--- config.mk ---
export PLATFORM = sky130hd
export DESIGN_NAME = mmu_subsystem
export DESIGN_NICKNAME = d
export VERILOG_FILES = /design/src/mips_mmu_pkg.sv /design/src/cp0_mmu_regs.sv /design/src/tlb.sv /design/src/mmu.sv /design/src/mmu_subsystem.sv
export SDC_FILE = /design/constraint.sdc
export NUM_CORES = 1
export LEC_CHECK = 0
export BUFFER_PORTS_ARGS = -buffer_cell sky130_fd_sc_hd__clkbuf_2
export CORE_MARGIN = 2
export CORE_UTILIZATION = 41
export DETAILED_ROUTE_END_ITERATION = 12
export PLACE_DENSITY = 0.68
export RECOVER_POWER = 100
export SETUP_SLACK_MARGIN = 0.5
export SYNTH_ARGS = -nofsm -noshare
export SYNTH_HDL_FRONTEND = slang
export SYNTH_HIERARCHICAL = 1
export SYNTH_SLANG_ARGS = --single-unit
export TNS_END_PERCENT = 1
--- constraint.sdc ---
create_clock -name clk -period 4.56 [get_ports clk]
set_clock_uncertainty 0.2 [all_clocks]
set_input_delay 0 -clock clk [delete_from_list [all_inputs] [get_ports clk]]
set_output_delay 0 -clock clk [all_outputs]
set_load 0.005 [all_outputs]
--- src/mips_mmu_pkg.sv ---
// shared MMU constants and enums; 32-bit addresses, 4 KB pages only, no ASID
package mips_mmu_pkg;

    // TLB geometry
    localparam int tlb_entries = 8;
    localparam int tlb_index_w = 3;

    // page split of a 32-bit virtual address
    localparam int vpn_w      = 20;
    localparam int pfn_w      = 20;
    localparam int page_off_w = 12;

    // segment select lives in vaddr[31:29]
    localparam int seg_lsb = 29;

    localparam logic [2:0] seg_kseg0 = 3'b100; // unmapped, K0 cacheability
    localparam logic [2:0] seg_kseg1 = 3'b101; // unmapped, uncached
    localparam logic [2:0] seg_kseg2 = 3'b110; // mapped
    localparam logic [2:0] seg_kseg3 = 3'b111; // mapped

    // Status and Config field positions
    localparam int erl_bit = 2;
    localparam int k0_lsb  = 0;
    localparam int ku_lsb  = 25;
    localparam int k23_lsb = 28;

    // cacheability code, anything else is uncached
    localparam logic [2:0] cca_cached = 3'd3;

    // EntryLo layout
    localparam int lo_v_bit   = 1;
    localparam int lo_d_bit   = 2;
    localparam int lo_c_bit   = 3;
    localparam int lo_pfn_lsb = 12;

    // register picked by a CP0 move
    typedef enum logic [2:0] {
        cp0_index,
        cp0_entryhi,
        cp0_entrylo,
        cp0_status,
        cp0_config
    } cp0_reg_e;

    // outcome of a TLB lookup
    typedef enum logic [1:0] {
        exc_none,
        exc_refill,
        exc_invalid,
        exc_modified
    } tlb_exc_e;

endpackage

--- src/cp0_mmu_regs.sv ---
// keeps only ERL, K0/KU/K23 and the TLB write staging registers; writes land at the cp0_wen edge
`timescale 1ns/1ps

module cp0_mmu_regs (
    input  logic                                   clk,
    input  logic                                   rst_n,
    input  logic                                   cp0_wen,
    input  mips_mmu_pkg::cp0_reg_e                 cp0_sel,
    input  logic [31:0]                            cp0_wdata,
    output logic                                   status_erl,
    output logic [2:0]                             cfg_k0,
    output logic [2:0]                             cfg_ku,
    output logic [2:0]                             cfg_k23,
    output logic [mips_mmu_pkg::tlb_index_w-1:0]   tlb_index,
    output logic [31:0]                            entry_hi,
    output logic [31:0]                            entry_lo
);

    // Status and Config: ERL comes up set, caching off
    always_ff @(posedge clk) begin
        if (!rst_n) begin
            status_erl <= 1'b1;
            cfg_k0     <= '0;
            cfg_ku     <= '0;
            cfg_k23    <= '0;
        end else if (cp0_wen) begin
            case (cp0_sel)
                mips_mmu_pkg::cp0_status: begin
                    status_erl <= cp0_wdata[mips_mmu_pkg::erl_bit];
                end
                mips_mmu_pkg::cp0_config: begin
                    cfg_k0  <= cp0_wdata[mips_mmu_pkg::k0_lsb +: 3];
                    cfg_ku  <= cp0_wdata[mips_mmu_pkg::ku_lsb +: 3];
                    cfg_k23 <= cp0_wdata[mips_mmu_pkg::k23_lsb +: 3];
                end
                default: ; // other selects belong to the staging block
            endcase
        end
    end

    // Index, EntryHi, EntryLo feed the next tlb_write
    always_ff @(posedge clk) begin
        if (!rst_n) begin
            tlb_index <= '0;
            entry_hi  <= '0;
            entry_lo  <= '0;
        end else if (cp0_wen) begin
            case (cp0_sel)
                mips_mmu_pkg::cp0_index: begin
                    tlb_index <= cp0_wdata[mips_mmu_pkg::tlb_index_w-1:0];
                end
                mips_mmu_pkg::cp0_entryhi: begin
                    entry_hi <= cp0_wdata;
                end
                mips_mmu_pkg::cp0_entrylo: begin
                    entry_lo <= cp0_wdata;
                end
                default: ;
            endcase
        end
    end

endmodule

--- src/tlb.sv ---
// 8-entry fully associative TLB, 4 KB pages, no ASID; vaddr must be held across a micro miss
`timescale 1ns/1ps

module tlb (
    input  logic                                   clk,
    input  logic                                   rst_n,
    input  logic                                   tlb_write,
    input  logic [mips_mmu_pkg::tlb_index_w-1:0]   tlb_index,
    input  logic [31:0]                            entry_hi,
    input  logic [31:0]                            entry_lo,
    input  logic                                   tlb_en,
    input  logic [31:0]                            tlb_vaddr,
    input  logic                                   tlb_refs,
    output logic                                   tlb_rdy,
    output logic [31:0]                            tlb_paddr,
    output logic                                   tlb_cat,
    output mips_mmu_pkg::tlb_exc_e                 tlb_exc
);

    logic [mips_mmu_pkg::vpn_w-1:0]       ent_vpn [mips_mmu_pkg::tlb_entries];
    logic [mips_mmu_pkg::pfn_w-1:0]       ent_pfn [mips_mmu_pkg::tlb_entries];
    logic [mips_mmu_pkg::tlb_entries-1:0] ent_v;
    logic [mips_mmu_pkg::tlb_entries-1:0] ent_d;
    logic [mips_mmu_pkg::tlb_entries-1:0] ent_c;

    logic [mips_mmu_pkg::vpn_w-1:0]       req_vpn;
    logic                                 hit;
    logic [mips_mmu_pkg::tlb_index_w-1:0] hit_idx;
    mips_mmu_pkg::tlb_exc_e               walk_exc;
    logic                                 walk_ld;

    logic                                 utlb_v;
    logic [mips_mmu_pkg::vpn_w-1:0]       utlb_vpn;
    logic [mips_mmu_pkg::pfn_w-1:0]       utlb_pfn;
    logic                                 utlb_d;
    logic                                 utlb_c;
    logic                                 utlb_ok;

    logic                                 exc_v;
    logic [mips_mmu_pkg::vpn_w-1:0]       exc_vpn;
    logic                                 exc_refs;
    mips_mmu_pkg::tlb_exc_e               exc_code;

    assign req_vpn = tlb_vaddr[mips_mmu_pkg::page_off_w +: mips_mmu_pkg::vpn_w];

    // parallel compare, walk downward so the lowest index wins
    always_comb begin
        hit     = 1'b0;
        hit_idx = '0;
        for (int i = mips_mmu_pkg::tlb_entries - 1; i >= 0; i--) begin
            if (ent_vpn[i] == req_vpn) begin
                hit     = 1'b1;
                hit_idx = mips_mmu_pkg::tlb_index_w'(i);
            end
        end
    end

    always_comb begin
        if (!hit)
            walk_exc = mips_mmu_pkg::exc_refill;
        else if (!ent_v[hit_idx])
            walk_exc = mips_mmu_pkg::exc_invalid;
        else if (tlb_refs && !ent_d[hit_idx])
            walk_exc = mips_mmu_pkg::exc_modified;
        else
            walk_exc = mips_mmu_pkg::exc_none;
    end

    // clean page on a store falls back to the full compare
    assign utlb_ok = tlb_en && utlb_v && (utlb_vpn == req_vpn) && !(tlb_refs && !utlb_d);
    assign walk_ld = tlb_en && !utlb_ok && !tlb_write;

    always_ff @(posedge clk) begin
        if (!rst_n)
            ent_v <= '0;
        else if (tlb_write)
            ent_v[tlb_index] <= entry_lo[mips_mmu_pkg::lo_v_bit];
    end

    always_ff @(posedge clk) begin
        if (tlb_write) begin
            ent_vpn[tlb_index] <= entry_hi[mips_mmu_pkg::page_off_w +: mips_mmu_pkg::vpn_w];
            ent_pfn[tlb_index] <= entry_lo[mips_mmu_pkg::lo_pfn_lsb +: mips_mmu_pkg::pfn_w];
            ent_d[tlb_index]   <= entry_lo[mips_mmu_pkg::lo_d_bit];
            ent_c[tlb_index]   <= entry_lo[mips_mmu_pkg::lo_c_bit];
        end
    end

    // micro buffer, flushed by any entry write
    always_ff @(posedge clk) begin
        if (!rst_n || tlb_write)
            utlb_v <= 1'b0;
        else if (walk_ld && walk_exc == mips_mmu_pkg::exc_none)
            utlb_v <= 1'b1;
    end

    always_ff @(posedge clk) begin
        if (walk_ld && walk_exc == mips_mmu_pkg::exc_none) begin
            utlb_vpn <= req_vpn;
            utlb_pfn <= ent_pfn[hit_idx];
            utlb_d   <= ent_d[hit_idx];
            utlb_c   <= ent_c[hit_idx];
        end
    end

    // failed walk shows for the request that caused it only
    always_ff @(posedge clk) begin
        if (!rst_n)
            exc_v <= 1'b0;
        else
            exc_v <= walk_ld && (walk_exc != mips_mmu_pkg::exc_none);
    end

    always_ff @(posedge clk) begin
        exc_vpn  <= req_vpn;
        exc_refs <= tlb_refs;
        exc_code <= walk_exc;
    end

    assign tlb_rdy   = utlb_ok;
    assign tlb_paddr = {utlb_pfn, tlb_vaddr[mips_mmu_pkg::page_off_w-1:0]};
    assign tlb_cat   = utlb_c;
    assign tlb_exc   = (exc_v && tlb_en && exc_vpn == req_vpn && exc_refs == tlb_refs) ?
                       exc_code : mips_mmu_pkg::exc_none;

endmodule

--- src/mmu.sv ---
// combinational segment decode; with ERL set, mapped segments take the kseg1 address map, uncached
`timescale 1ns/1ps

module mmu (
    input  logic                   en,
    input  logic [3:0]             wen,
    input  logic [31:0]            vaddr,
    input  logic [31:0]            wdata,
    output logic [31:0]            rdata,

    output logic                   bus_en,
    output logic [3:0]             bus_wen,
    output logic [31:0]            bus_paddr,
    output logic [31:0]            bus_wdata,
    input  logic [31:0]            bus_rdata,
    input  logic                   bus_streq,
    output logic                   bus_cached,

    output logic                   tlb_en,
    output logic [31:0]            tlb_vaddr,
    output logic                   tlb_refs,
    input  logic                   tlb_rdy,
    input  logic [31:0]            tlb_paddr,
    input  logic                   tlb_cat,
    input  mips_mmu_pkg::tlb_exc_e tlb_exc,

    input  logic                   exc_flag,
    input  logic                   status_erl,
    input  logic [2:0]             cfg_k0,
    input  logic [2:0]             cfg_ku,
    input  logic [2:0]             cfg_k23,
    output logic                   stallreq
);

    logic [2:0]  seg;
    logic [31:0] unmapped_addr;
    logic        tlb_wait;

    assign seg           = vaddr[31:mips_mmu_pkg::seg_lsb];
    assign unmapped_addr = {3'b000, vaddr[mips_mmu_pkg::seg_lsb-1:0]};

    assign bus_wen   = en ? wen : 4'b0000; // byte enables only with a live access
    assign bus_wdata = wdata;
    assign rdata     = en ? bus_rdata : 32'd0;

    // lookup still open: neither translated nor faulted
    assign tlb_wait = tlb_en && !tlb_rdy && (tlb_exc == mips_mmu_pkg::exc_none);
    assign stallreq = bus_streq || tlb_wait;

    always_comb begin
        tlb_en     = 1'b0;
        tlb_vaddr  = 32'd0;
        tlb_refs   = 1'b0;
        bus_en     = 1'b0;
        bus_paddr  = 32'd0;
        bus_cached = 1'b0;

        if (en && !exc_flag) begin
            case (seg)
                mips_mmu_pkg::seg_kseg0: begin
                    bus_en     = 1'b1;
                    bus_paddr  = unmapped_addr;
                    bus_cached = (cfg_k0 == mips_mmu_pkg::cca_cached);
                end
                mips_mmu_pkg::seg_kseg1: begin
                    bus_en     = 1'b1;
                    bus_paddr  = unmapped_addr; // never cached
                end
                default: begin // kuseg, kseg2, kseg3
                    if (status_erl) begin
                        bus_en     = 1'b1;
                        bus_paddr  = unmapped_addr; // same map as kseg1, never cached
                    end else begin
                        tlb_en     = 1'b1;
                        tlb_vaddr  = vaddr;
                        tlb_refs   = (wen != 4'b0000); // any byte write is a store
                        bus_en     = tlb_rdy;
                        bus_paddr  = tlb_paddr;
                        bus_cached = tlb_cat;
                    end
                end
            endcase
        end
    end

endmodule

--- src/mmu_subsystem.sv ---
// translation top level; bus is reduced to its stall input and read data passes straight through
`timescale 1ns/1ps

module mmu_subsystem (
    input  logic                   clk,
    input  logic                   rst_n,

    input  logic                   en,
    input  logic [3:0]             wen,
    input  logic [31:0]            vaddr,
    input  logic [31:0]            wdata,
    input  logic                   exc_flag,
    output logic [31:0]            rdata,
    output logic                   stallreq,
    output mips_mmu_pkg::tlb_exc_e tlb_exc,

    output logic                   bus_en,
    output logic [3:0]             bus_wen,
    output logic [31:0]            bus_paddr,
    output logic [31:0]            bus_wdata,
    input  logic [31:0]            bus_rdata,
    input  logic                   bus_streq,
    output logic                   bus_cached,

    input  logic                   cp0_wen,
    input  mips_mmu_pkg::cp0_reg_e cp0_sel,
    input  logic [31:0]            cp0_wdata,
    input  logic                   tlb_write
);

    logic                                 status_erl;
    logic [2:0]                           cfg_k0;
    logic [2:0]                           cfg_ku;
    logic [2:0]                           cfg_k23;
    logic [mips_mmu_pkg::tlb_index_w-1:0] tlb_index;
    logic [31:0]                          entry_hi;
    logic [31:0]                          entry_lo;

    logic                                 tlb_en;
    logic [31:0]                          tlb_vaddr;
    logic                                 tlb_refs;
    logic                                 tlb_rdy;
    logic [31:0]                          tlb_paddr;
    logic                                 tlb_cat;

    cp0_mmu_regs cp0_mmu_regs_inst (
        .clk        (clk),
        .rst_n      (rst_n),
        .cp0_wen    (cp0_wen),
        .cp0_sel    (cp0_sel),
        .cp0_wdata  (cp0_wdata),
        .status_erl (status_erl),
        .cfg_k0     (cfg_k0),
        .cfg_ku     (cfg_ku),
        .cfg_k23    (cfg_k23),
        .tlb_index  (tlb_index),
        .entry_hi   (entry_hi),
        .entry_lo   (entry_lo)
    );

    tlb tlb_inst (
        .clk       (clk),
        .rst_n     (rst_n),
        .tlb_write (tlb_write),
        .tlb_index (tlb_index),
        .entry_hi  (entry_hi),
        .entry_lo  (entry_lo),
        .tlb_en    (tlb_en),
        .tlb_vaddr (tlb_vaddr),
        .tlb_refs  (tlb_refs),
        .tlb_rdy   (tlb_rdy),
        .tlb_paddr (tlb_paddr),
        .tlb_cat   (tlb_cat),
        .tlb_exc   (tlb_exc)
    );

    mmu mmu_inst (
        .en         (en),
        .wen        (wen),
        .vaddr      (vaddr),
        .wdata      (wdata),
        .rdata      (rdata),
        .bus_en     (bus_en),
        .bus_wen    (bus_wen),
        .bus_paddr  (bus_paddr),
        .bus_wdata  (bus_wdata),
        .bus_rdata  (bus_rdata),
        .bus_streq  (bus_streq),
        .bus_cached (bus_cached),
        .tlb_en     (tlb_en),
        .tlb_vaddr  (tlb_vaddr),
        .tlb_refs   (tlb_refs),
        .tlb_rdy    (tlb_rdy),
        .tlb_paddr  (tlb_paddr),
        .tlb_cat    (tlb_cat),
        .tlb_exc    (tlb_exc),
        .exc_flag   (exc_flag),
        .status_erl (status_erl),
        .cfg_k0     (cfg_k0),
        .cfg_ku     (cfg_ku),
        .cfg_k23    (cfg_k23),
        .stallreq   (stallreq)
    );

endmodule

After elaboration in Yosys (flattened, before gate mapping) --
Memories as Yosys holds them, arrays and structs flattened. A register that Yosys moved wholly into a read port is not among the register bits. Cells that the tools add are included.
Word-level totals: bits in writable memories 320, output and inout port bits 105, bits of input ports 142, bits in registers 142, memories 2
Cells by class: magnitude comparators 3, muxes and demuxes 53, eq/ne operators 18, reductions and logical operators 35
Memories:
- tlb_inst.ent_pfn | words 8, bits a word 20, read ports 1, clocked after Yosys merged registers in 1, write ports 1, RTL line tlb.sv:21 | logic [mips_mmu_pkg::pfn_w-1:0] ent_pfn [mips_mmu_pkg::tlb_entries];
- tlb_inst.ent_vpn | words 8, bits a word 20, read ports 8, clocked after Yosys merged registers in 0, write ports 1, RTL line tlb.sv:20 | logic [mips_mmu_pkg::vpn_w-1:0] ent_vpn [mips_mmu_pkg::tlb_entries];
Operators with widths (number):
- two-way mux 32 bit | 7
- equality test 20 bit | 10
- two-way mux 1 bit | 25
- bitwise mux 8 bit | 3
- two-way mux 3 bit | 8
- logical AND 1 bit | 15
- AND reduction 2 bit | 5
- binary-select mux 1 bit (select 3 bit) | 3
- equality test 3 x 2 -> 1 bit (second input constant) | 3
- equality test 3 bit (second input constant) | 3
- less-than comparator 3 x 4 -> 1 bit (second input constant) | 2
- two-way mux 2 bit | 4
- logical NOT 1 bit | 7
- logical NOT 2 bit | 2
- two-way mux 4 bit | 1
- nonzero test 4 bit | 1
- demux 1 bit (select 3 bit) | 1
- equality test 3 x 1 -> 1 bit (second input constant) | 1
- >= comparator 3 x 1 -> 1 bit (second input constant) | 1
- logical NOT 3 bit | 1
- logical OR 1 bit | 2
- case mux 1 bit (2 select lines) | 1
- nonzero test 2 bit | 1
- OR reduction 2 bit | 1
- equality test 1 bit | 1

Longest topological paths before layout --
Gate-level depths: netlist of the first run.
depth in word-level cells 22, mapped depth 16, gate-level depth less buffers 12

By module --
Netlist of the first run, hierarchy kept.
Modules (own cells, without submodules):
- tlb | cells an instance 978, area each 16731.0 um2, times used 1
- cp0_mmu_regs | cells an instance 290, area each 2906.5 um2, times used 1
- mmu | cells an instance 222, area each 1452.6 um2, times used 1

Least setup slack after synthesis of the first run --
OpenSTA, ideal clock, no wires.
path kind register to register, start point register cp0_mmu_regs_inst.status_erl, end point register tlb_inst.utlb_c (netlist: tlb_inst/tlb_cat), enable pin, library setup time 0.403 ns, cell stages (with the launch flop) 14, path buffers 2, path slack 0.148 ns, required time 3.957 ns, data arrival time 3.809 ns, path through dfxtp_1 > nor3_4 > buf_2 > and2_1 > buf_2 > xnor2_1 > nand4_1 > nor3_1 > a211oi_1 > or2_0 > a211o_4 > o2111a_2 > o31ai_4 > and4_1
On the way: word-level cells in the longest chain between the ends 21, elaborated cells on any way between the ends 53
Ends and longest elaborated chain:
- from (decl) | RTL line cp0_mmu_regs.sv:10 | output logic status_erl,
- from (signal assigned) | RTL line cp0_mmu_regs.sv:29 | status_erl <= cp0_wdata[mips_mmu_pkg::erl_bit];
- two-way mux 32 bit (*) | RTL line mmu.sv:70 | if (status_erl) begin
- two-way mux 32 bit (*) | RTL line mmu.sv:59 | case (seg)
- two-way mux 32 bit (*) | RTL line mmu.sv:58 | if (en && !exc_flag) begin
- via tlb_vaddr[14] | RTL line mmu_subsystem.sv:40 | logic [31:0] tlb_vaddr;
- equality test 20 bit | RTL line tlb.sv:51 | if (ent_vpn[i] == req_vpn) begin
- two-way mux 3 bit (8 in series) | RTL line tlb.sv:51
- binary-select mux 1 bit (select 3 bit) | RTL line tlb.sv:63 | else if (tlb_refs && !ent_d[hit_idx])
- two-way mux 1 bit (not written as such) | RTL line tlb.sv:63
- logical NOT 1 bit | RTL line tlb.sv:63
- logical AND 1 bit | RTL line tlb.sv:63
- two-way mux 2 bit | RTL line tlb.sv:63
- two-way mux 2 bit | RTL line tlb.sv:61 | else if (!ent_v[hit_idx])
- two-way mux 2 bit | RTL line tlb.sv:59 | if (!hit)
- logical NOT 2 bit | RTL line tlb.sv:98 | if (walk_ld && walk_exc == mips_mmu_pkg::exc_none) begin
- logical AND 1 bit (*) | RTL line tlb.sv:98
- to (signal assigned) | RTL line tlb.sv:102 | utlb_c <= ent_c[hit_idx];
- to (decl) | RTL line tlb.sv:36 | logic utlb_c;
Mark *: on every way through the listed nets, which the timed path passes. The rest lies on a longest branch. The select of a mux whose other input is x is not followed. A chain may end at the register's enable or synchronous reset.

Final worst setup path of the first run --
start point register cp0_mmu_regs_inst.status_erl, end point register tlb_inst/utlb_pfn[4] (netlist bit), read port of tlb_inst.ent_pfn, enable pin
On the way: elaborated cells on any way between the ends 53
RTL lines:
- two-way mux 1 bit (*) | RTL line mmu.sv:70
- two-way mux 1 bit (*) | RTL line mmu.sv:59
- two-way mux 1 bit (*) | RTL line mmu.sv:58
- via tlb_en | RTL line mmu_subsystem.sv:39 | logic tlb_en;
- logical AND 1 bit (3 in series) | RTL line tlb.sv:70 | assign utlb_ok = tlb_en && utlb_v && (utlb_vpn == req_vpn) && !(tlb_refs && !utlb_d);
- logical NOT 1 bit | RTL line tlb.sv:71 | assign walk_ld = tlb_en && !utlb_ok && !tlb_write;
- logical AND 1 bit (*) (2 in series) | RTL line tlb.sv:71
- logical AND 1 bit (*) | RTL line tlb.sv:98
- to (decl) | RTL line tlb.sv:34 | logic [mips_mmu_pkg::pfn_w-1:0] utlb_pfn;
Marks and branches as above.

==> results of run 1 <==
[where the power goes]
group / internal (mW) / switching [mW] / total, mW
Clock: 2.08 / 1.55 / 3.63
Combinational: 0.170 / 0.196 / 0.365
Sequential: 4.56 / 0.0347 / 4.60
[worst max-delay path by stage]
stage	depth (start not counted)	to	slack (ns)	start
after floorplan	4	tlb_inst/ent_v[0]	0.32	cp0_mmu_regs_inst/tlb_index[0]
after global placement	14	tlb_inst/utlb_pfn[4]	0.30	cp0_mmu_regs_inst/status_erl
after detailed placement	13	tlb_inst/utlb_pfn[4]	0.17	cp0_mmu_regs_inst/status_erl
after CTS	15	tlb_inst/utlb_pfn[2]	0.50	cp0_mmu_regs_inst/status_erl
after global routing	13	tlb_inst/utlb_pfn[4]	0.19	cp0_mmu_regs_inst/status_erl
final	14	tlb_inst/utlb_pfn[4]	0.28	cp0_mmu_regs_inst/status_erl
[layout by cell type (no fill, tap or decap), drive strengths merged, types with 8 or more instances in the layout]
cell,instances
and2,74
buf,52
clkbuf,268
clkinv,16
dfxtp,83
dlygate4sd3,93
edfxtp,378
mux2,22
mux2i,208
nand2,145
nand3,10
nand4,25
nor2,14
nor2b,8
nor3,20
nor4,27
o21ai,9
xnor2,94
xor2,107
[layer usage]
layer / global-route usage (%) / up-vias / part of all wire (%)
met4: 7.114 / 0 / 3.2
met3: 2.706 / 78 / 6.7
li1: - / 5557 / -
met2: 33.95 / 501 / 48
met5: 0 / - / 0
met1: 25.75 / 5984 / 42
[area by class of cell]
type                            instances  area share, %
Clock inverter                         19         0.5627
Clock buffer                           69          5.487
Tap cell                              664          3.428
Inverter                                6        0.09292
Sequential cell                       461          53.69
Multi-Input combinational cell        816          26.35
Timing Repair Buffer                  344          10.35
Antenna cell                            4        0.04130
[registers in the layout, indices dropped and copies added, names as in the netlist, 20 cells and up]
signal,count
tlb_inst/ent_pfn,160
tlb_inst/utlb_pfn,20
tlb_inst/ent_vpn,160
cp0_mmu_regs_inst/entry_hi,20
tlb_inst/exc_vpn,20
cp0_mmu_regs_inst/entry_lo,23
tlb_inst/utlb_vpn,20
[critical path: cells and delay by family, from the launching register on]
family          cells  cell delay (ns)
simple gates        6             1.66
flops               1             0.40
buf+inv             3             0.65
compound gates      4             0.91
xor+xnor            1             0.14
[through the flow]
| stage | power, mW | setup slack, ns | cell area, sq um | instances |
|---|---|---|---|---|
| finish | 8.598 | 0.2845 | 24240 | 2383 |
| global route | 8.851 | 0.1894 | 24230 | 2381 |
| global placement | 4.986 | 0.2997 | 21730 | 2191 |
| floorplan | 4.854 | 0.3192 | 20150 | 1401 |
| CTS | 8.652 | 0.4983 | 24250 | 2374 |
| detailed placement | 4.992 | 0.1673 | 21730 | 2191 |
[repair_timing]
| item | CTS | global route |
|---|---|---|
| gates resized for setup | 29 | 17 |
| pin swaps | 3 | 10 |
| buffers inserted | 2 | 2 |
| setup endpoints to repair | 63 | 63 |
| gates cloned | 0 | 3 |
| hold buffers | 93 | 0 |
| hold endpoints to repair | 119 | 0 |
==> flow_summary.toml, run 1 <==
[status]
outcome = "finished with violations"
violations = "capacitance limit, slew limit"

[critical_path]
cpPeakStageDelay_ns = 0.40
worst-path-max-fanout = 11
critPathLaunchType = "register"
arrival_ns = 4.34
end_kind = "register"
r2r-start = "cp0_mmu_regs_inst/status_erl"
path_cells = "nor3_4 > buf_6 > and2_0 > buf_4 > xnor2_1 > nand4_1 > nor3_2 > a211oi_2 > or2_0 > a211o_4 > o2111a_2 > o31ai_4 > and4_4 > clkbuf_16"
cp_slowest_cell = "dfxtp_1"
r2r_slack_ns = 0.28
required_ns = 4.62
critical_path_class = "reg2reg"
r2r_end = "tlb_inst/utlb_pfn[4]"
reg2reg_depth = 14

[route]
remaining_drc_errors = 0
ant_nets = 0
routed_wl_um = 51940
wl_per_cell_um = 21.80
drt-vias-per-instance = 5.086
drt_first_pass_iters = 6
vias = 12120
drt_iter0_markers = 859

[clock_tree]
numCtsBuffers = 47
cts.sinks = 461
cts_max_path_buffers = 3
cts_tree = "built"
cts_htree_levels = 2
clockRootBuffer = "clkbuf_16"
clkTransAtPathRegs_ns = 0.06
clk_latency_ns = 0.56

[yosys]
netlist_instances = 1401
syn_area_sq_um = 20150
ys_warn_count = 6
syn-num-nets = 1543
postSynthAreaPerCell_sq_um = 14.38

[timing]
slew_headroom_pct = -93.80
setup_viol = 0
fin_crit_ns = 4.276
rsz0062_at_grt = "true"
timing.final.hold_violations = 0
fmax_ghz = 0.2339
fin_setup_tns_ns = 0
tightest_slew_ns = 2.896
timing.final.crit_share_pct = 93.76
slew_viol_final = 173
holdWs_ns = 0.05559

[floorplan]
dieArea_sq_um = 50930
fp.dieH_um = 225.7
std_cell_rows = 81
die_w_um = 225.7
io_pins = 247
core_sq_um = 48750
initial_core_util_pct = 41.33

[finish]
utilization_pct = 49.72
regArea_sq_um = 13010
fillers = 4156
multiInputGateArea_sq_um = 6387
drive_gt1_share_pct = 19.83
syn2layout_area_growth_pct = 20.30
num-nets-final = 1818

[power_and_ir_drop]
vdd_ir_drop_max_v = 0.0002366
power_density_nw_per_um2 = 354.7
p_leak_nw = 9.370

[global_route]
grt_max_degree = 74
grtUsageTotal_pct = 19.82
grt_pass1_wl_um = 73120
grt_overflow = 0
grt_pass1_vias = 11860
antenna_found_initial = 8

[hold_path]
hp-start = "wen[0]"
min_to = "tlb_inst/exc_v"
hold_path_depth = 4
hp-class = "in2reg"

[flow_run]
maxCapViolCount = 9

[placement]
numPortBuffers = 174
place.gp.congestion = 0.8732
place_hpwl_um = 35370
No activity file was read; power rests on OpenSTA's default activity.
==> run 2: changes to the inputs <==
CELL_PAD_IN_SITES_DETAIL_PLACEMENT = 1   (was not set)
CELL_PAD_IN_SITES_GLOBAL_PLACEMENT = 1   (was not set)
PLACE_DENSITY = 0.78   (was 0.68)
==> run 2 against run 1 <==
  * The flow still finishes with violations (capacitance limit, slew limit)
  * Clock power up 9.4%
  * Critical endpoint is now tlb_inst/utlb_vpn[10]
  * Largest power group unchanged
  * Sequential share of layout area fell by 1.5 points
  * Clock-buffer cell count up 4
  * Register-to-register slack got worse by 0.08 ns
  * Worst setup slack worse by 0.077 ns
==> flow_summary.toml, run 2 (synthesis gave the netlist of run 1 again) <==
[status]
violations = "capacitance limit, slew limit"
outcome = "finished with violations"

[global_route]
grt_pass1_vias = 13650
grt_max_degree = 44
grt_pass1_wl_um = 85550
antenna_found_initial = 1
grt_overflow = 0
grtUsageTotal_pct = 23.12

[timing]
holdWs_ns = 0.07062
timing.final.hold_violations = 0
fin_setup_tns_ns = 0
setup_viol = 0
fin_crit_ns = 4.353
timing.final.crit_share_pct = 95.46
slew_viol_final = 353
fmax_ghz = 0.2297
rsz0062_at_grt = "true"
slew_headroom_pct = -134.5
tightest_slew_ns = 3.517

[critical_path]
r2r_slack_ns = 0.21
critPathBufInv = 5
worst-path-max-fanout = 10
end_kind = "register"
r2r_end = "tlb_inst/utlb_vpn[10]"
cp_slowest_cell = "a211o_4"
r2r-start = "cp0_mmu_regs_inst/status_erl"
path_cells = "nor3_4 > clkbuf_1 > clkbuf_16 > and2_0 > buf_6 > xnor2_1 > nand4_1 > nor3_4 > a211oi_1 > or2_0 > a211o_4 > o2111a_2 > o31ai_4 > and4_4 > buf_12 > clkbuf_16"
cpPeakStageDelay_ns = 0.38
reg2reg_depth = 16
critPathLaunchType = "register"
critical_path_class = "reg2reg"
arrival_ns = 4.45
critical-path-top-delay-family = "simple AND/OR/NAND/NOR gates"
required_ns = 4.66

[flow_run]
maxCapViolCount = 13

[placement]
place.gp.congestion = 0.8147
place_hpwl_um = 37100
numPortBuffers = 174
place_inst = 2195
placed_cell_area_sq_um = 21750

[finish]
diodes = 0
utilization_pct = 51.16
final_cells = 2431
num-nets-final = 1871
fillers = 4835
reg_top3 = "tlb_inst/ent_pfn: 160 flops, tlb_inst/ent_vpn: 160 flops, cp0_mmu_regs_inst/entry_lo: 23 flops"
syn2layout_area_growth_pct = 23.79
design_area_sq_um = 24940
multiInputGateArea_sq_um = 6476
regArea_sq_um = 13010
final_cell_mix = "edfxtp_1, mux2i_1, clkbuf_2, nand2_1, xor2_1"
final_common_cell = "edfxtp_1"
drive_gt1_share_pct = 23.03

[route]
drt_iter0_markers = 1032
routed_wl_um = 62070
ant_nets = 0
drt_first_pass_iters = 5
vias = 13020
wl_per_cell_um = 25.53
remaining_drc_errors = 0
drt-vias-per-instance = 5.355

[power_and_ir_drop]
vdd_ir_drop_max_v = 0.0002395
p_leak_nw = 9.758
power_density_nw_per_um2 = 358.9

[clock_tree]
cts_tree = "built"
cts_htree_levels = 2
cts_max_path_buffers = 3
numCtsBuffers = 46
clk_latency_ns = 0.60
cts.sinks = 461
clkTransAtPathRegs_ns = 0.07
clockRootBuffer = "clkbuf_16"

[floorplan]
dieArea_sq_um = 50930
initial_core_util_pct = 41.33
core_sq_um = 48750
io_pins = 247
fp.dieH_um = 225.7
std_cell_rows = 81
die_w_um = 225.7

[hold_path]
hp-class = "in2reg"
hold_path_depth = 4
min_to = "cp0_mmu_regs_inst/entry_lo[24]"
hp-start = "cp0_wdata[24]"
[run 2: changes by cell type in the layout (fill, tap and decap cells not counted), moves of 6 or more]
cell	change
buf_4	+40
clkbuf_8	+11
and2_0	-10
and2_4	+8
and2_1	+6
clkbuf_2	-6
nor4_1	-6
nor4_2	+6
[run 2: power breakdown]
| part | total (mW) | switching (mW) | internal [mW] |
|---|---|---|---|
| Clock | 3.97 | 1.64 | 2.33 |
| Sequential | 4.60 | 0.0374 | 4.56 |
| Combinational | 0.380 | 0.207 | 0.173 |
[run 2: metrics by stage]
stage	power [mW]	setup slack, ns
after global routing	9.181	0.1353
after CTS	8.958	0.4971
final	8.950	0.2070
after floorplan	4.854	0.3192
after global placement	4.977	0.2598
after detailed placement	4.992	0.1572
[run 2: cell type report]
class	count	area share, %
sequential	461	52.17
multi-input combinational	816	25.97
clock buffer	73	5.920
timing repair buffer	398	12.04
inverter	6	0.09030
tap	664	3.331
clock inverter	13	0.4766
[run 2: routing by layer]
metal	track usage [%]	up-vias	share of wire (%)
li1	-	5646	-
met3	4.879	134	8.7
met5	0	-	0
met4	10.08	0	3.9
met2	39.15	624	48
met1	28.57	6613	39
[run 2: timing repair]
action	in CTS	in global routing
pin swaps	10	16
endpoints found under the setup margin	68	63
gates cloned	3	3
buffers inserted	22	30
hold endpoints to repair	129	0
hold buffers	92	0
resized for setup	37	32
[run 2: worst max path at each step]
| stage | startpoint | to | slack [ns] | cells after the start |
|---|---|---|---|---|
| floorplan | cp0_mmu_regs_inst/tlb_index[0] | tlb_inst/ent_v[0] | 0.32 | 4 |
| global placement | cp0_mmu_regs_inst/status_erl | tlb_inst/utlb_pfn[4] | 0.26 | 15 |
| detailed placement | cp0_mmu_regs_inst/status_erl | tlb_inst/utlb_pfn[1] | 0.16 | 15 |
| CTS | cp0_mmu_regs_inst/status_erl | tlb_inst/utlb_pfn[7] | 0.50 | 16 |
| global route | cp0_mmu_regs_inst/status_erl | tlb_inst/utlb_vpn[7] | 0.14 | 18 |
| finish | cp0_mmu_regs_inst/status_erl | tlb_inst/utlb_vpn[10] | 0.21 | 16 |
[run 2: worst reg2reg max path: stages, from the launching register on]
cell	delay (ns)
dfxtp_1	0.33
nor3_4	0.24
clkbuf_1	0.26
clkbuf_16	0.20
and2_0	0.24
buf_6	0.22
xnor2_1	0.14
nand4_1	0.17
nor3_4	0.28
a211oi_1	0.15
or2_0	0.27
a211o_4	0.38
o2111a_2	0.16
o31ai_4	0.19
and4_4	0.30
buf_12	0.16
clkbuf_16	0.17
==> run 3: changes to the inputs <==
CELL_PAD_IN_SITES_DETAIL_PLACEMENT = 0   (was 1)
CELL_PAD_IN_SITES_GLOBAL_PLACEMENT = 2   (was 1)
CORE_UTILIZATION = 37   (was 41)
PLACE_DENSITY = 0.81   (was 0.78)
==> run 3 against run 2 <==
  * The run still ends with capacitance limit, slew limit left
  * Routed wire length is 16% lower
  * Via count is 7.3% lower
  * Final area is 0.90% lower
  * Worst setup slack better by 0.18 ns
  * First-iteration DRC count is 17% lower
  * Flip-flop and latch count stayed put
  * Cell count is 0.16% lower
  * Global-route usage is 5.0 points lower
  * Clock power is 4% lower
  * Power is 1.8% lower
  * Critical path depth is 1 lower
  * Clock-buffer cell count is 3 higher
==> flow_summary.toml, run 3 (synthesis gave the netlist of run 1 again) <==
[finish]
fillers = 4800
diodes = 0
final_cells = 2427
multiInputGateArea_sq_um = 6476
design_area_sq_um = 24720
reg_top3 = "tlb_inst/ent_pfn: 160 flops, tlb_inst/ent_vpn: 160 flops, cp0_mmu_regs_inst/entry_lo: 23 flops"
final_cell_mix = "edfxtp_1, mux2i_1, clkbuf_2, nand2_1, xor2_1"
num-nets-final = 1834
regArea_sq_um = 13010
drive_gt1_share_pct = 22.01
utilization_pct = 45.93
final_common_cell = "edfxtp_1"
syn2layout_area_growth_pct = 22.67

[route]
drt_first_pass_iters = 5
remaining_drc_errors = 0
drt-vias-per-instance = 4.974
wl_per_cell_um = 21.48
drt_iter0_markers = 857
routed_wl_um = 52120
ant_nets = 0
vias = 12070

[placement]
place_inst = 2217
place.gp.congestion = 0.8186
placed_cell_area_sq_um = 21770
pre_cts_ws_ns = 0.2497
numPortBuffers = 174
place_hpwl_um = 33280

[status]
violations = "capacitance limit, slew limit"
outcome = "finished with violations"

[global_route]
antenna_found_initial = 1
grt_max_degree = 44
grtUsageTotal_pct = 18.13
grt_pass1_vias = 11980
grt_overflow = 0
grt_pass1_wl_um = 75020

[timing]
timing.final.crit_share_pct = 91.56
fin_crit_ns = 4.175
worst_slack_ns = 0.3851
holdWs_ns = 0.07354
setup_viol = 0
fin_setup_tns_ns = 0
fmax_ghz = 0.2395
tightest_slew_ns = 3.333
slew_viol_final = 273
timing.final.hold_violations = 0
slew_headroom_pct = -122.2
rsz0062_at_grt = "true"

[clock_tree]
cts_max_path_buffers = 3
clockRootBuffer = "clkbuf_16"
cts.sinks = 461
numCtsBuffers = 48
clk_latency_ns = 0.57
clkTransAtPathRegs_ns = 0.06
cts_htree_levels = 2
cts_tree = "built"

[floorplan]
dieArea_sq_um = 56340
initial_core_util_pct = 37.44
fp.dieH_um = 237.4
core_sq_um = 53810
io_pins = 247
die_w_um = 237.4
std_cell_rows = 85

[critical_path]
worst-path-max-fanout = 13
critical-path-top-delay-family = "simple AND/OR/NAND/NOR gates"
path_cells = "nor3_4 > clkbuf_1 > buf_12 > and2_4 > clkbuf_1 > xnor2_1 > nand4_1 > nor3_2 > and3_1 > or2_0 > a211o_4 > o2111a_2 > o31ai_4 > and4_4 > bufbuf_16"
critPathLaunchType = "register"
required_ns = 4.64
arrival_ns = 4.25
end_kind = "register"
critPathBufInv = 4
cp_slowest_cell = "a211o_4"
critical_path_class = "reg2reg"
cpPeakStageDelay_ns = 0.37
crit_top_cell = "clkbuf_1"

[hold_path]
hp-class = "in2reg"

[power_and_ir_drop]
vdd_ir_drop_max_v = 0.0002959
power_density_nw_per_um2 = 355.7
p_leak_nw = 9.591
finalPower_mw = 8.793

[flow_run]
maxCapViolCount = 9
run 3: cell types whose count changed in the layout (fill, tap and decap cells not counted), moves of 4 or more:
cell,change
buf_12,+4
buf_4,-26
buf_6,-7
clkbuf_1,-9
clkbuf_2,+8
clkbuf_8,-6
run 3: worst min-delay path: cells and delay by family:
kind | cells | cell delay (ns)
buffers and inverters | 2 | 0.23
AOI/OAI and AO/OA | 3 | 0.58
run 3: final timing paths:
path                                 from                     endpoint  slack (ns)  cells past startpoint
min                                wen[0]         tlb_inst/exc_code[0]        0.07                      5
max reg2reg  cp0_mmu_regs_inst/status_erl        tlb_inst/utlb_pfn[13]        0.39                     15
max          cp0_mmu_regs_inst/status_erl        tlb_inst/utlb_pfn[13]        0.39                     15
min reg2reg   cp0_mmu_regs_inst/cfg_k0[0]  cp0_mmu_regs_inst/cfg_k0[0]        0.27                      2
run 3: repair_timing:
item                                   4_1_cts  5_1_grt
cloned                                       3        1
buffers inserted                            15        8
hold buffers                                94        0
endpoints found under the hold margin      124        0
setup endpoints to repair                   63       63
gates resized for setup                     50       24
pin swaps                                    9       16
run 3: routing by layer:
layer	vias up	share of wire, %	track usage, %
met3	73	6.1	3.217
met4	0	2.3	5.508
met5	-	0	0
li1	5586	-	-
met2	392	46	29.49
met1	6020	45	24.80
run 3: power by group:
group / internal, mW / switching, mW / total (mW)
Sequential: 4.56 / 0.0343 / 4.60
Clock: 2.28 / 1.55 / 3.83
Combinational: 0.172 / 0.192 / 0.365
run 3: area by class of cell:
class                      count  share of cell area [%]
clock buffer                  76                   5.690
clock inverter                13                  0.6176
inverter                       6                 0.09112
multi-input combinational    816                   26.20
sequential                   461                   52.65
tap                          696                   3.523
timing repair buffer         359                   11.22
